## config.mk

```make
export PLATFORM = sky130hd
export DESIGN_NAME = icache_tag_store
export DESIGN_NICKNAME = d
export VERILOG_FILES = /design/src/icache_addr_pkg.sv /design/src/icache_tag_store.sv
export VERILOG_INCLUDE_DIRS = /design/src
export SDC_FILE = /design/constraint.sdc
export NUM_CORES = 2
export LEC_CHECK = 0
export ABC_AREA = 1
export BUFFER_PORTS_ARGS = -buffer_cell sky130_fd_sc_hd__buf_2
export CORE_ASPECT_RATIO = 1.5
export CORE_MARGIN = 2
export CORE_UTILIZATION = 35
export CTS_BUF_LIST = sky130_fd_sc_hd__clkbuf_4 sky130_fd_sc_hd__clkbuf_8
export DETAILED_ROUTE_END_ITERATION = 8
export PLACE_DENSITY_LB_ADDON = 0.2
export SYNTH_ARGS = -nofsm -noshare
export SYNTH_HDL_FRONTEND = slang
export SYNTH_SLANG_ARGS = --single-unit
```

## constraint.sdc

```tcl
create_clock -name clk -period 3.2 [get_ports clk]
set_input_delay 0.16 -clock clk [delete_from_list [all_inputs] [get_ports clk]]
set_output_delay 0.16 -clock clk [all_outputs]
set_load 0.03 [all_outputs]
```

## src/icache_settings.svh

```systemverilog
`ifndef ICACHE_SETTINGS_SVH
`define ICACHE_SETTINGS_SVH

// address and data widths
`define ICACHE_ADDR_W 32
`define ICACHE_WORD_W 32

// address split, tag | index | offset
`define ICACHE_OFFSET_W 6
`define ICACHE_INDEX_W 7
`define ICACHE_TAG_W 19

// 64 byte line holds 16 words
`define ICACHE_WORDS_PER_LINE 16

// beats minus one, as sent on the memory request
`define ICACHE_BURST_LEN 15

// uncached window, top nibble 0xA
`define ICACHE_UNCACHED_MASK 32'hF000_0000
`define ICACHE_UNCACHED_BASE 32'hA000_0000

`endif

```

## src/icache_addr_pkg.sv

```systemverilog
`default_nettype none
`include "icache_settings.svh"

package icache_addr_pkg;

  // fields of a fetch address
  typedef logic [`ICACHE_TAG_W-1:0] line_tag_t;
  typedef logic [`ICACHE_INDEX_W-1:0] line_index_t;
  // word within a line, offset without the byte bits
  typedef logic [`ICACHE_OFFSET_W-3:0] word_sel_t;

  // msb first, adds up to the full address width
  typedef struct packed {
    line_tag_t   tag;
    line_index_t index;
    word_sel_t   word;
    logic [1:0]  byte_off;
  } fetch_fields_t;

  // raw view for window test and memory address
  // fields view for indexing the stores
  typedef union packed {
    logic [`ICACHE_ADDR_W-1:0] raw;
    fetch_fields_t             fields;
  } fetch_addr_u;

endpackage

`default_nettype wire

```

## src/icache_tag_store.sv

```systemverilog
`default_nettype none
`include "icache_settings.svh"

module icache_tag_store (
  input  logic                         clk,
  input  logic                         rst,
  input  icache_addr_pkg::fetch_addr_u lookup_addr_i,
  input  logic                         tag_write_i,
  output logic                         hit_o
);
  import icache_addr_pkg::*;

  localparam int unsigned LINES = 1 << `ICACHE_INDEX_W;

  // one valid bit and one tag per line
  logic [LINES-1:0] valid_q;
  line_tag_t        tag_q [LINES];

  line_index_t line_idx;
  line_tag_t   line_tag;

  assign line_idx = lookup_addr_i.fields.index;
  assign line_tag = lookup_addr_i.fields.tag;

  // valid bits cleared on reset, set on refill end
  always_ff @(posedge clk) begin
    if (rst) begin
      valid_q <= '0;
    end else if (tag_write_i) begin
      valid_q[line_idx] <= 1'b1;
    end
  end

  // new tag overwrites old one, direct mapped eviction
  always_ff @(posedge clk) begin
    if (tag_write_i) begin
      tag_q[line_idx] <= line_tag;
    end
  end

  // combinational compare at the indexed line
  assign hit_o = valid_q[line_idx] && (tag_q[line_idx] == line_tag);

endmodule

`default_nettype wire

```

==> summary.md <==
| Metric | Value |
|---|---|
| Num Clock Sinks | 2560 |
| Max-slew violations | 0 |
| Pwr dens | 545.2 nW/um^2 |
| Area growth syn-to-layout | 17.29% |
| Clk_lat worst skew | 1010 ps |
| Gr busiest metal | met2 |
| M2 GR Usage | 39.66% |
| FMAX | 268.5 MHz |
| Cell Count, Final, Fillers Out | 15213 |
| Syn nets | 10300 |
| Yosys warning count | 0 |
| GR Util met3 | 2.576% |
| Netlist cell types | 27 |
| Number of global-route vias before repair | 73879 |
| Die Y-Extent | 682.9 um |
| First-pass GRT wire length | 497.6 mm |
| Relative slew slack | 34.91% |
| DRC | 0 |
| DR vias/cell | 4.892 |
| Post-synth EDFFs | 2432 |
| Post-Syn Area | 107500 um^2 |
| DR iter-0 viols | 5878 |
| Worst-Margin Slew | 976.3 ps |
| Worst EP arrival | 3560 ps |
| Antenna violations before repair | 11 |
| Cell family with most CP delay | simple AND/OR/NAND/NOR gates |
| RSZ-0062 raised after global routing | true |
| Drt first pass iters | 6 |
| Worst EP required | 3040 ps |
| Die footprint | 311800 um^2 |
| Crit. End Element | output pin |
| DP HPWL | 209.3 mm |
| Number of synthesized register bits | 2560 |
| Die width | 456.6 um |
| Grt ovf | 0 |
| Cells after Synth | 10265 |
| Total CTS buffers | 384 |
| Port Buffers | 29 |
| ANT nets after route | 0 |
| CTS tree | done |
| Clock skew | 0 ps |
| Commonest non-fill, non-tap cell in the layout | nand2_1 |
| Total Wirelength | 343.5 mm |
| CTS Root Cell | clkbuf_8 |
| Most used cell, CP | nand2_1 |
| Period utilization | 116.4% |
| Setup ws final | -523.8 ps |
| Most frequent cells in the layout | nand2_1, edfxtp_1, inv_1 |
| Failing checks | setup timing |
| Largest net degree at the start of global routing | 129 |
| Hold Crit Class | input pin to flop |
| Max incr delay on CP | 350 ps |
| Combinational power share | 7.6% |
| Worst VDD drop | 0.0003794 V |
| Layout Nets | 10923 |
| Post-synth top flop | edfxtp_1 |
| Final worst path period need | 3724 ps |
| Clock transition at path regs | 60 ps |
| Sequential power share | 53.5% |
| H-tree depth | 5 |
| Power Internal | 52.09 mW |
| DR WL/cell | 22.58 um |
| Ys async rst share | 0% |
| Static Leakage | 50.88 nW |
| GRT Util Overall | 21.60% |
| Critical Path Source Type | flop |
| CP max-delay cell | edfxtp_1 |
| Met1 usage | 25.38% |
| Post-synthesis sequential area ratio | 70.29% |
| CP Max Fanout | 2 |
| Initial Util | 35.12% |
| Max-Cap Viols | 0 |
| Critical path class | flop to output pin |
| I/O pin count | 36 |
| Status | complete, but fails checks |
| Routability cong. | 0.8815 |
| CTS Buffer Depth | 4 |
| Clock power frac | 38.9% |
| Core Region | 306300 um^2 |
| Syn Area/Cell | 10.48 um^2 |
| Final hold vios | 0 |
| Switching power | 16.67 mW |
| Inst Count DP | 14497 |
| Setup violators final | 1 |
| Layout cells sized above 1 | 15.61% |
| Cell Chain, Critical Path | or2_2 > nand3_1 > nand2_1 > o21ai_2 > nand2_1 > o21ai_2 > nand2_1 > o21ai_1 > nand2_1 > nor2_1 > nand2_1 > nor2_2 > nand2_2 > nor2_4 > buf_6 |
| Sw Ratio | 24.25% |
| Row Count | 249 |
| Fill cells | 29220 |
| Via Count | 74415 |
| CP Buf/Inv Count | 1 |
| Hold_ws | 99.99 ps |
## synthesized netlist by cell type (57+ instances only)
master	number	share of area (%)
o21ai_1	118	0.55
a21oi_1	130	0.60
nand4_1	64	0.37
nand3_1	664	3.1
nand2_1	4093	14
or2_2	80	0.47
inv_1	801	2.8
or2_1	57	0.33
o211ai_1	61	0.43
buf_2	211	0.98
clkbuf_1	169	0.59
edfxtp_1	2432	68
o21ai_0	171	0.80
dfxtp_1	128	2.4
nor2_1	895	3.1
## metrics by stage
step | TNS, ps | cell area, um^2 | utilization (%) | setup slack (ps) | total power, mW
finish | -523.8 | 126100 | 41.19 | -523.8 | 68.77
global route | -677.9 | 126100 | 41.19 | -677.9 | 71.01
CTS | -686.9 | 125600 | 41.02 | -686.9 | 69.31
detailed placement | -1163 | 117600 | 38.41 | -1163 | 42.54
global placement | -1177 | 117600 | 38.41 | -1177 | 42.53
floorplan | 0 | 107500 | - | 473.4 | 39.74
## layer usage
| layer | wire length [um] | vias up | share of wire [%] |
|---|---|---|---|
| li1 | - | 34888 | - |
| met2 | 177000 | 2153 | 52 |
| met1 | 133900 | 36772 | 39 |
| met5 | 13 | - | 0.0038 |
| met4 | 15560 | 2 | 4.5 |
| met3 | 17050 | 600 | 5.0 |
## power groups by stage
stage	Clock [mW]	Sequential (mW)	Combinational [mW]
final	26.8	36.8	5.20
after global routing	28.6	36.8	5.59
after CTS	27.4	36.8	5.14
after detailed placement	0	37.5	5.04
after global placement	0	37.5	5.02
after floorplan	0	37.5	2.23
## state kept, by name (all words and copies together) (netlist names)
signal,flops
tag_q,2432
valid_q,128
## cells by family (layout without fill, tap and decap cells)
| group | Yosys count | in the layout | share of synthesized area (%) |
|---|---|---|---|
| compound gates | 488 | 488 | 2.432 |
| buf+inv | 1339 | 2267 | 5.456 |
| flops | 2560 | 2560 | 70.29 |
| other cells | 0 | 4 | 0 |
| simple gates | 5878 | 5878 | 21.82 |
## cell type report
class / count / area [um^2] / share of cell area, %
clock buffer: 526 / 6489 / 5.144
timing repair inverter: 1 / 11.26 / 0.008927
timing repair buffer: 770 / 7757 / 6.150
clock inverter: 165 / 982.2 / 0.7787
antenna: 4 / 10.01 / 0.007935
inverter: 805 / 3063 / 2.428
tap: 4016 / 5025 / 3.984
multi-input combinational: 6366 / 27210 / 21.57
sequential: 2560 / 75590 / 59.93
## path summary, 6_finish.rpt
| check | from | to | slack (ps) | cells after the start |
|---|---|---|---|---|
| worst max-delay path | tag_q[90][13] | hit_o | -520 | 15 |
| worst min-delay path | lookup_addr_i[24] | tag_q[22][11] | 100 | 2 |
| worst max register to register | valid_q[45] | valid_q[45] | 2550 | 2 |
| worst min register to register | valid_q[84] | valid_q[84] | 470 | 2 |
## timing repair
item,in CTS,in global routing
hold buffers,22,0
endpoints found under the setup margin,1,1
gates resized for setup,102,160
buffers inserted,2,3
endpoints found under the hold margin,2130,0
pin swaps,37,81
cloned,0,1
## worst register-to-register path: cells and delay by family (launching register included)
kind,cells,cell delay [ps]
flops,1,320
simple gates,2,170
Power figures use the tool's default switching activity.
