===== src/icache_settings.svh =====
`ifndef ICACHE_SETTINGS_SVH
`define ICACHE_SETTINGS_SVH

// address and data widths
`define ICACHE_ADDR_W 32
`define ICACHE_WORD_W 32

// address split, tag | index | offset
`define ICACHE_OFFSET_W 6
`define ICACHE_INDEX_W 7
`define ICACHE_TAG_W 19

// 64 byte line holds 16 words
`define ICACHE_WORDS_PER_LINE 16

// beats minus one, as sent on the memory request
`define ICACHE_BURST_LEN 15

// uncached window, top nibble 0xA
`define ICACHE_UNCACHED_MASK 32'hF000_0000
`define ICACHE_UNCACHED_BASE 32'hA000_0000

`endif


===== src/icache_addr_pkg.sv =====
`default_nettype none
`include "icache_settings.svh"

package icache_addr_pkg;

  // fields of a fetch address
  typedef logic [`ICACHE_TAG_W-1:0] line_tag_t;
  typedef logic [`ICACHE_INDEX_W-1:0] line_index_t;
  // word within a line, offset without the byte bits
  typedef logic [`ICACHE_OFFSET_W-3:0] word_sel_t;

  // msb first, adds up to the full address width
  typedef struct packed {
    line_tag_t   tag;
    line_index_t index;
    word_sel_t   word;
    logic [1:0]  byte_off;
  } fetch_fields_t;

  // raw view for window test and memory address
  // fields view for indexing the stores
  typedef union packed {
    logic [`ICACHE_ADDR_W-1:0] raw;
    fetch_fields_t             fields;
  } fetch_addr_u;

endpackage

`default_nettype wire


===== src/icache_bus_pkg.sv =====
`default_nettype none
`include "icache_settings.svh"

package icache_bus_pkg;

  // fetch stage to cache
  typedef struct packed {
    logic [`ICACHE_ADDR_W-1:0] addr;
  } fetch_req_t;

  // cache to fetch stage
  // word at the word aligned fetch address
  typedef struct packed {
    logic [`ICACHE_WORD_W-1:0] data;
  } fetch_rsp_t;

  // read request to burst memory
  // len is beats minus one, 0 for a single beat
  typedef struct packed {
    logic [`ICACHE_ADDR_W-1:0] addr;
    logic [7:0]                len;
  } mem_req_t;

  // one beat moves per edge with valid and rready high
  // request stays put until the last beat

endpackage

`default_nettype wire


===== src/icache_ctrl.sv =====
`default_nettype none
`include "icache_settings.svh"

module icache_ctrl (
  input  logic                         clk,
  input  logic                         rst,
  input  logic                         fetch_req_valid_i,
  input  icache_bus_pkg::fetch_req_t   fetch_req_i,
  output logic                         fetch_req_ready_o,
  output logic                         fetch_rsp_valid_o,
  output icache_bus_pkg::fetch_rsp_t   fetch_rsp_o,
  output logic                         mem_req_valid_o,
  output icache_bus_pkg::mem_req_t     mem_req_o,
  input  logic                         mem_rready_i,
  input  logic [`ICACHE_WORD_W-1:0]    mem_rdata_i,
  output icache_addr_pkg::fetch_addr_u lookup_addr_o,
  input  logic                         hit_i,
  input  logic [`ICACHE_WORD_W-1:0]    rdata_i,
  output logic                         tag_write_o,
  output logic                         word_we_o,
  output icache_addr_pkg::word_sel_t   word_sel_o
);
  import icache_addr_pkg::*;
  import icache_bus_pkg::*;

  typedef enum logic [2:0] {
    st_reset,
    st_idle,
    st_lookup,
    st_refill,
    st_uncached
  } state_t;

  state_t      state_q;
  fetch_addr_u addr_q;
  word_sel_t   beat_q;
  logic        rsp_valid_q;
  fetch_rsp_t  rsp_q;
  logic        mem_valid_q;
  mem_req_t    mem_req_q;

  logic uncached;
  logic beat_fire;
  logic last_beat;

  // uncached window decoded on the raw view
  assign uncached  = (addr_q.raw & `ICACHE_UNCACHED_MASK) == `ICACHE_UNCACHED_BASE;
  assign beat_fire = mem_valid_q & mem_rready_i;
  assign last_beat = beat_q == word_sel_t'(`ICACHE_BURST_LEN);

  // control state
  always_ff @(posedge clk) begin
    if (rst) begin
      state_q     <= st_reset;
      rsp_valid_q <= 1'b0;
      mem_valid_q <= 1'b0;
      beat_q      <= '0;
    end else begin
      // response is a single cycle pulse
      rsp_valid_q <= 1'b0;
      case (state_q)
        st_reset: state_q <= st_idle;
        st_idle: begin
          if (fetch_req_valid_i) begin
            state_q <= st_lookup;
          end
        end
        st_lookup: begin
          // window checked first, never looked up in the stores
          if (uncached) begin
            state_q     <= st_uncached;
            mem_valid_q <= 1'b1;
          end else if (hit_i) begin
            state_q     <= st_idle;
            rsp_valid_q <= 1'b1;
          end else begin
            state_q     <= st_refill;
            mem_valid_q <= 1'b1;
            beat_q      <= '0;
          end
        end
        st_refill: begin
          if (beat_fire) begin
            if (last_beat) begin
              // line complete, retry lookup which now hits
              state_q     <= st_lookup;
              mem_valid_q <= 1'b0;
            end else begin
              beat_q <= beat_q + 1'b1;
            end
          end
        end
        st_uncached: begin
          if (beat_fire) begin
            state_q     <= st_idle;
            mem_valid_q <= 1'b0;
            rsp_valid_q <= 1'b1;
          end
        end
        default: state_q <= st_idle;
      endcase
    end
  end

  // address, request and response payload
  always_ff @(posedge clk) begin
    if (fetch_req_valid_i && fetch_req_ready_o) begin
      addr_q.raw <= fetch_req_i.addr;
    end
    if (state_q == st_lookup) begin
      rsp_q.data <= rdata_i;
      if (uncached) begin
        // exact word, single beat
        mem_req_q.addr <= {addr_q.raw[`ICACHE_ADDR_W-1:2], 2'b00};
        mem_req_q.len  <= 8'd0;
      end else begin
        // whole line from its first word
        mem_req_q.addr <= {addr_q.raw[`ICACHE_ADDR_W-1:`ICACHE_OFFSET_W],
                           {`ICACHE_OFFSET_W{1'b0}}};
        mem_req_q.len  <= 8'(`ICACHE_BURST_LEN);
      end
    end
    // uncached beat goes to the response only
    if (state_q == st_uncached && beat_fire) begin
      rsp_q.data <= mem_rdata_i;
    end
  end

  assign fetch_req_ready_o = state_q == st_idle;
  assign fetch_rsp_valid_o = rsp_valid_q;
  assign fetch_rsp_o       = rsp_q;
  assign mem_req_valid_o   = mem_valid_q;
  assign mem_req_o         = mem_req_q;
  assign lookup_addr_o     = addr_q;

  // refill writes, tag on the last beat
  assign word_we_o   = (state_q == st_refill) && beat_fire;
  assign tag_write_o = (state_q == st_refill) && beat_fire && last_beat;
  assign word_sel_o  = beat_q;

endmodule

`default_nettype wire


===== config.mk =====
export PLATFORM = sky130hd
export DESIGN_NAME = icache_ctrl
export DESIGN_NICKNAME = d
export VERILOG_FILES = /design/src/icache_addr_pkg.sv /design/src/icache_bus_pkg.sv /design/src/icache_ctrl.sv
export VERILOG_INCLUDE_DIRS = /design/src
export SDC_FILE = /design/constraint.sdc
export NUM_CORES = 1
export LEC_CHECK = 0
export BUFFER_PORTS_ARGS = -buffer_cell sky130_fd_sc_hd__buf_2
export CAP_MARGIN = 40
export CORE_ASPECT_RATIO = 1.25
export CORE_MARGIN = 2
export CORE_UTILIZATION = 45
export CTS_CLUSTER_SIZE = 24
export DETAILED_ROUTE_END_ITERATION = 8
export PLACE_DENSITY = 0.81
export SYNTH_ARGS = -nofsm -noshare
export SYNTH_HDL_FRONTEND = slang
export SYNTH_SLANG_ARGS = --single-unit

===== constraint.sdc =====
create_clock -name clk -period 4.85 [get_ports clk]
set_input_delay 0.485 -clock clk [delete_from_list [all_inputs] [get_ports clk]]
set_output_delay 0.485 -clock clk [all_outputs]
set_load 0.02 [all_outputs]

==> results.yml <==
worst_setup_path:
  worst-path-max-fanout: 10
  endpoint_kind: "output pin"
  cp.required_ns: 4.37
  worst_path_largest_cell_delay_ns: 0.51
  crit_path_top_delay_cell: "sky130_fd_sc_hd__dfxtp_1"
  timing_worst_setup_path_type: "reg -> out"
  startpoint_kind_of_the_worst_setup_timing_path: "register"
  critical_path.cell_chain: "nand3b_1 > nor3_1 > buf_2"
  cp_data_arrival_time_ns: 1.53
synthesis:
  synth_mux_area_share_pct: 9.70
  synth_compound_gate_area_share_pct: 2.78
  area_share_of_xor_xnor_cells_in_the_synthesized_design_pct: 0
  synthesis.area_um2: 3870
  main_combinational_cell_family_by_area_after_synthesis: "multiplexers"
  synth_fa_ha_area_share_pct: 0.323
  ys_types: 34
  synthSimpleGateAreaFrac_pct: 5.66
  avgSynthCellArea_um2: 18.3
  synth-warning-count: 0
  synth.yosys.seq_area_share_pct: 78.3
  ys_ff_latch: 104
  synth_cells: 212
clock_tree:
  clockRootBuffer: "sky130_fd_sc_hd__clkbuf_8"
  clk_path_buf_depth: 2
  post_cts_resized: 0
  htree_num_levels: 3
  tritoncts: "yes"
  cts_setup_buffers: 0
  tritoncts_num_sinks: 104
  ctsHoldBuffers: 0
  clkTransAtPathRegs_ns: 0.10
  num_cts_buffers: 9
  source_to_sink_clock_delay_at_the_later_pin_of_the_worst_skew_pair_ns: 0.36
sta:
  portion_of_the_clock_cycle_consumed_by_the_worst_path_in_the_final_layout_pct: 41.6
  grt_setup_unrepaired: "no"
  setup_viol_count_final: 0
  worst_skew_ns: 0.0136
  hold_violations: 0
  final-max-slew-violation-count: 0
  timing.setup.tns_ns: 0
  fmax_mhz: 496
  min_period_ns: 2.02
pwr:
  power_frac_comb_pct: 8.9
  power.internal_w: 0.00132
  clock_power_share_pct: 31.3
  power_switching_share_pct: 23.0
  static-leakage-power_nw: 2.21
  worst_ir_drop_vdd_mv: 0.150
  post-layout-total-power_w: 0.00171
  share_seq_of_total_power_pct: 59.8
  power_density_nw_per_um2: 330
  power.switching_w: 0.000395
detailed_routing:
  detailedRoute.firstPassIterationCount: 4
  route.detailed.vias_per_inst: 4.95
  dr_total_vias: 2602
  routed_wl_mm: 8.51
  drc: 0
  drt-initial-drc-count: 159
  detail_route.wl_per_cell_um: 16.2
  antenna_violating_nets_post_route: 0
global_routing:
  grt_max_degree: 35
  grt_antenna_before_repair: 0
  global_route.overflow_total: 0
  grt_use_total_pct: 17.6
  grt_pass1_vias: 2442
  global_route_wire_length_before_repair_mm: 12.2
finish:
  layout-area-overhead-vs-synth_pct: 34.0
  nets: 526
  diodes: 0
  post_route_cells_drive_above_1_share_pct: 62.0
place:
  globalplace.congestion: 0.814
  post-dp-hpwl_mm: 6.51
  port_buffers: 207
floorplan:
  std_cell_rows: 37
  core_area_um2: 8290
  num_io_pins: 214
  die-area_um2: 9370
  die_width_um: 87.0
  floorplan.die.height_um: 108
  initial_core_util_pct: 46.7
job:
  cap_viol_max_count: 0
min_path:
  worstHoldPathType: "in -> reg"
status:
  outcome: "finished, final reports clean"
[critical path, delay by kind of cell, from the launching register on]
kind / cells / cell delay, ns
DFF: 1 / 0.51
and+or+nand+nor: 2 / 0.48
buffers and inverters: 1 / 0.19
[cells in the final DEF (no fill, tap or decap), types with 2 or more instances in the layout]
master                       instances
sky130_fd_sc_hd__nor3b_1             2
sky130_fd_sc_hd__a211oi_1            2
sky130_fd_sc_hd__buf_4               3
sky130_fd_sc_hd__clkinvlp_4          2
sky130_fd_sc_hd__nor2_1              5
sky130_fd_sc_hd__nor3_1              2
sky130_fd_sc_hd__conb_1              6
sky130_fd_sc_hd__dfxtp_1             9
sky130_fd_sc_hd__and3_1              2
sky130_fd_sc_hd__clkbuf_8            9
sky130_fd_sc_hd__inv_6               3
sky130_fd_sc_hd__nand3_1             7
sky130_fd_sc_hd__a21oi_1             7
sky130_fd_sc_hd__mux2_2             32
sky130_fd_sc_hd__o21ai_0             4
sky130_fd_sc_hd__and2_1              6
sky130_fd_sc_hd__nand2_1             5
sky130_fd_sc_hd__inv_1               3
sky130_fd_sc_hd__buf_2             207
sky130_fd_sc_hd__edfxtp_1           95
[cells in the mapped netlist]
cell	count	area share, %
sky130_fd_sc_hd__o22ai_1	1	0.16
sky130_fd_sc_hd__nor4_1	1	0.16
sky130_fd_sc_hd__mux2_2	32	9.3
sky130_fd_sc_hd__and3b_2	1	0.26
sky130_fd_sc_hd__a21oi_1	7	0.90
sky130_fd_sc_hd__and2_1	6	0.97
sky130_fd_sc_hd__nand3_1	7	0.90
sky130_fd_sc_hd__or3b_4	1	0.29
sky130_fd_sc_hd__a31oi_1	1	0.16
sky130_fd_sc_hd__and3_1	2	0.32
sky130_fd_sc_hd__buf_6	2	0.58
sky130_fd_sc_hd__nand2_2	1	0.16
sky130_fd_sc_hd__dfxtp_1	9	4.7
sky130_fd_sc_hd__inv_1	3	0.29
sky130_fd_sc_hd__nand2_1	5	0.48
sky130_fd_sc_hd__nand3b_1	1	0.19
sky130_fd_sc_hd__or3_4	1	0.29
sky130_fd_sc_hd__edfxtp_1	95	74
sky130_fd_sc_hd__conb_1	1	0.097
sky130_fd_sc_hd__nor2_1	5	0.48
sky130_fd_sc_hd__clkbuf_1	1	0.097
sky130_fd_sc_hd__nor3b_1	2	0.39
sky130_fd_sc_hd__buf_2	3	0.39
sky130_fd_sc_hd__ha_1	1	0.32
sky130_fd_sc_hd__nor3_1	2	0.26
sky130_fd_sc_hd__and4bb_2	1	0.32
sky130_fd_sc_hd__mux2_4	1	0.39
sky130_fd_sc_hd__buf_4	9	1.7
sky130_fd_sc_hd__o21ai_0	4	0.52
sky130_fd_sc_hd__a31o_2	1	0.23
sky130_fd_sc_hd__a211oi_1	2	0.39
sky130_fd_sc_hd__nor2b_1	1	0.16
sky130_fd_sc_hd__o21a_1	1	0.19
sky130_fd_sc_hd__a2111oi_0	1	0.23
[power by group through the flow]
stage | combinational (W) | sequential (W) | clock (W)
2_1_floorplan | 0.0000474 | 0.00108 | 0
3_5_place_dp | 0.000153 | 0.00105 | 0
4_1_cts | 0.000154 | 0.00103 | 0.000553
3_3_place_gp | 0.000148 | 0.00105 | 0
5_1_grt | 0.000165 | 0.00103 | 0.000580
6_report | 0.000152 | 0.00103 | 0.000537
[cell families after synthesis]
family,Yosys count
flip-flops,104
AND/OR/NAND/NOR,37
multiplexers,33
AO/OA/AOI/OAI,18
buffers and inverters,18
adder cells (fa/ha/maj),1
other,1
[stage by stage]
stage               hold slack (ns)  worst slack (ns)  cell area [um^2]  util (%)  cells
detailed placement            0.430              2.80              4990      60.2    510
floorplan                     0.510              2.51              3890         -    217
global placement              0.427              2.71              4960      59.9    509
finish                        0.287              2.83              5190      62.6    526
global route                  0.262              2.70              5190      62.6    526
CTS                           0.268              2.83              5190      62.6    526
[area by class of cell]
| type | count | area, um^2 |
|---|---|---|
| Fill cell | 619 | 3100 |
| Sequential cell | 104 | 3030 |
| Timing Repair Buffer | 211 | 1090 |
| Multi-Input combinational cell | 95 | 737 |
| Clock buffer | 9 | 124 |
| Tap cell | 97 | 121 |
| Clock inverter | 7 | 76.3 |
| Inverter | 3 | 11.3 |
[routing by layer]
metal	wire length (um)	share of wire [%]	track usage, %	vias to the layer above
li1	-	-	-	1224
met1	3150	37	20.4	1209
met2	4300	51	28.6	159
met3	927	11	7.36	10
met4	126	1.5	6.92	0
met5	0	0	0	-
[flip-flops by register name, indices dropped and copies added (netlist names)]
register           count
fetch_rsp_o           32
fetch_rsp_valid_o      1
lookup_addr_o         32
mem_req_o             31
mem_req_valid_o        1
state_q                3
word_sel_o             4
[final timing paths]
kind	startpoint	end	slack [ns]	cells after the start
setup / recovery	state_q[0]	tag_write_o	2.83	3
hold reg to reg	lookup_addr_o[21]	mem_req_o[29]	0.45	0
setup reg to reg	mem_req_valid_o	fetch_rsp_o[10]	3.02	5
hold / removal	fetch_req_i[31]	lookup_addr_o[31]	0.29	1
No activity file was read; power rests on OpenSTA's default activity.
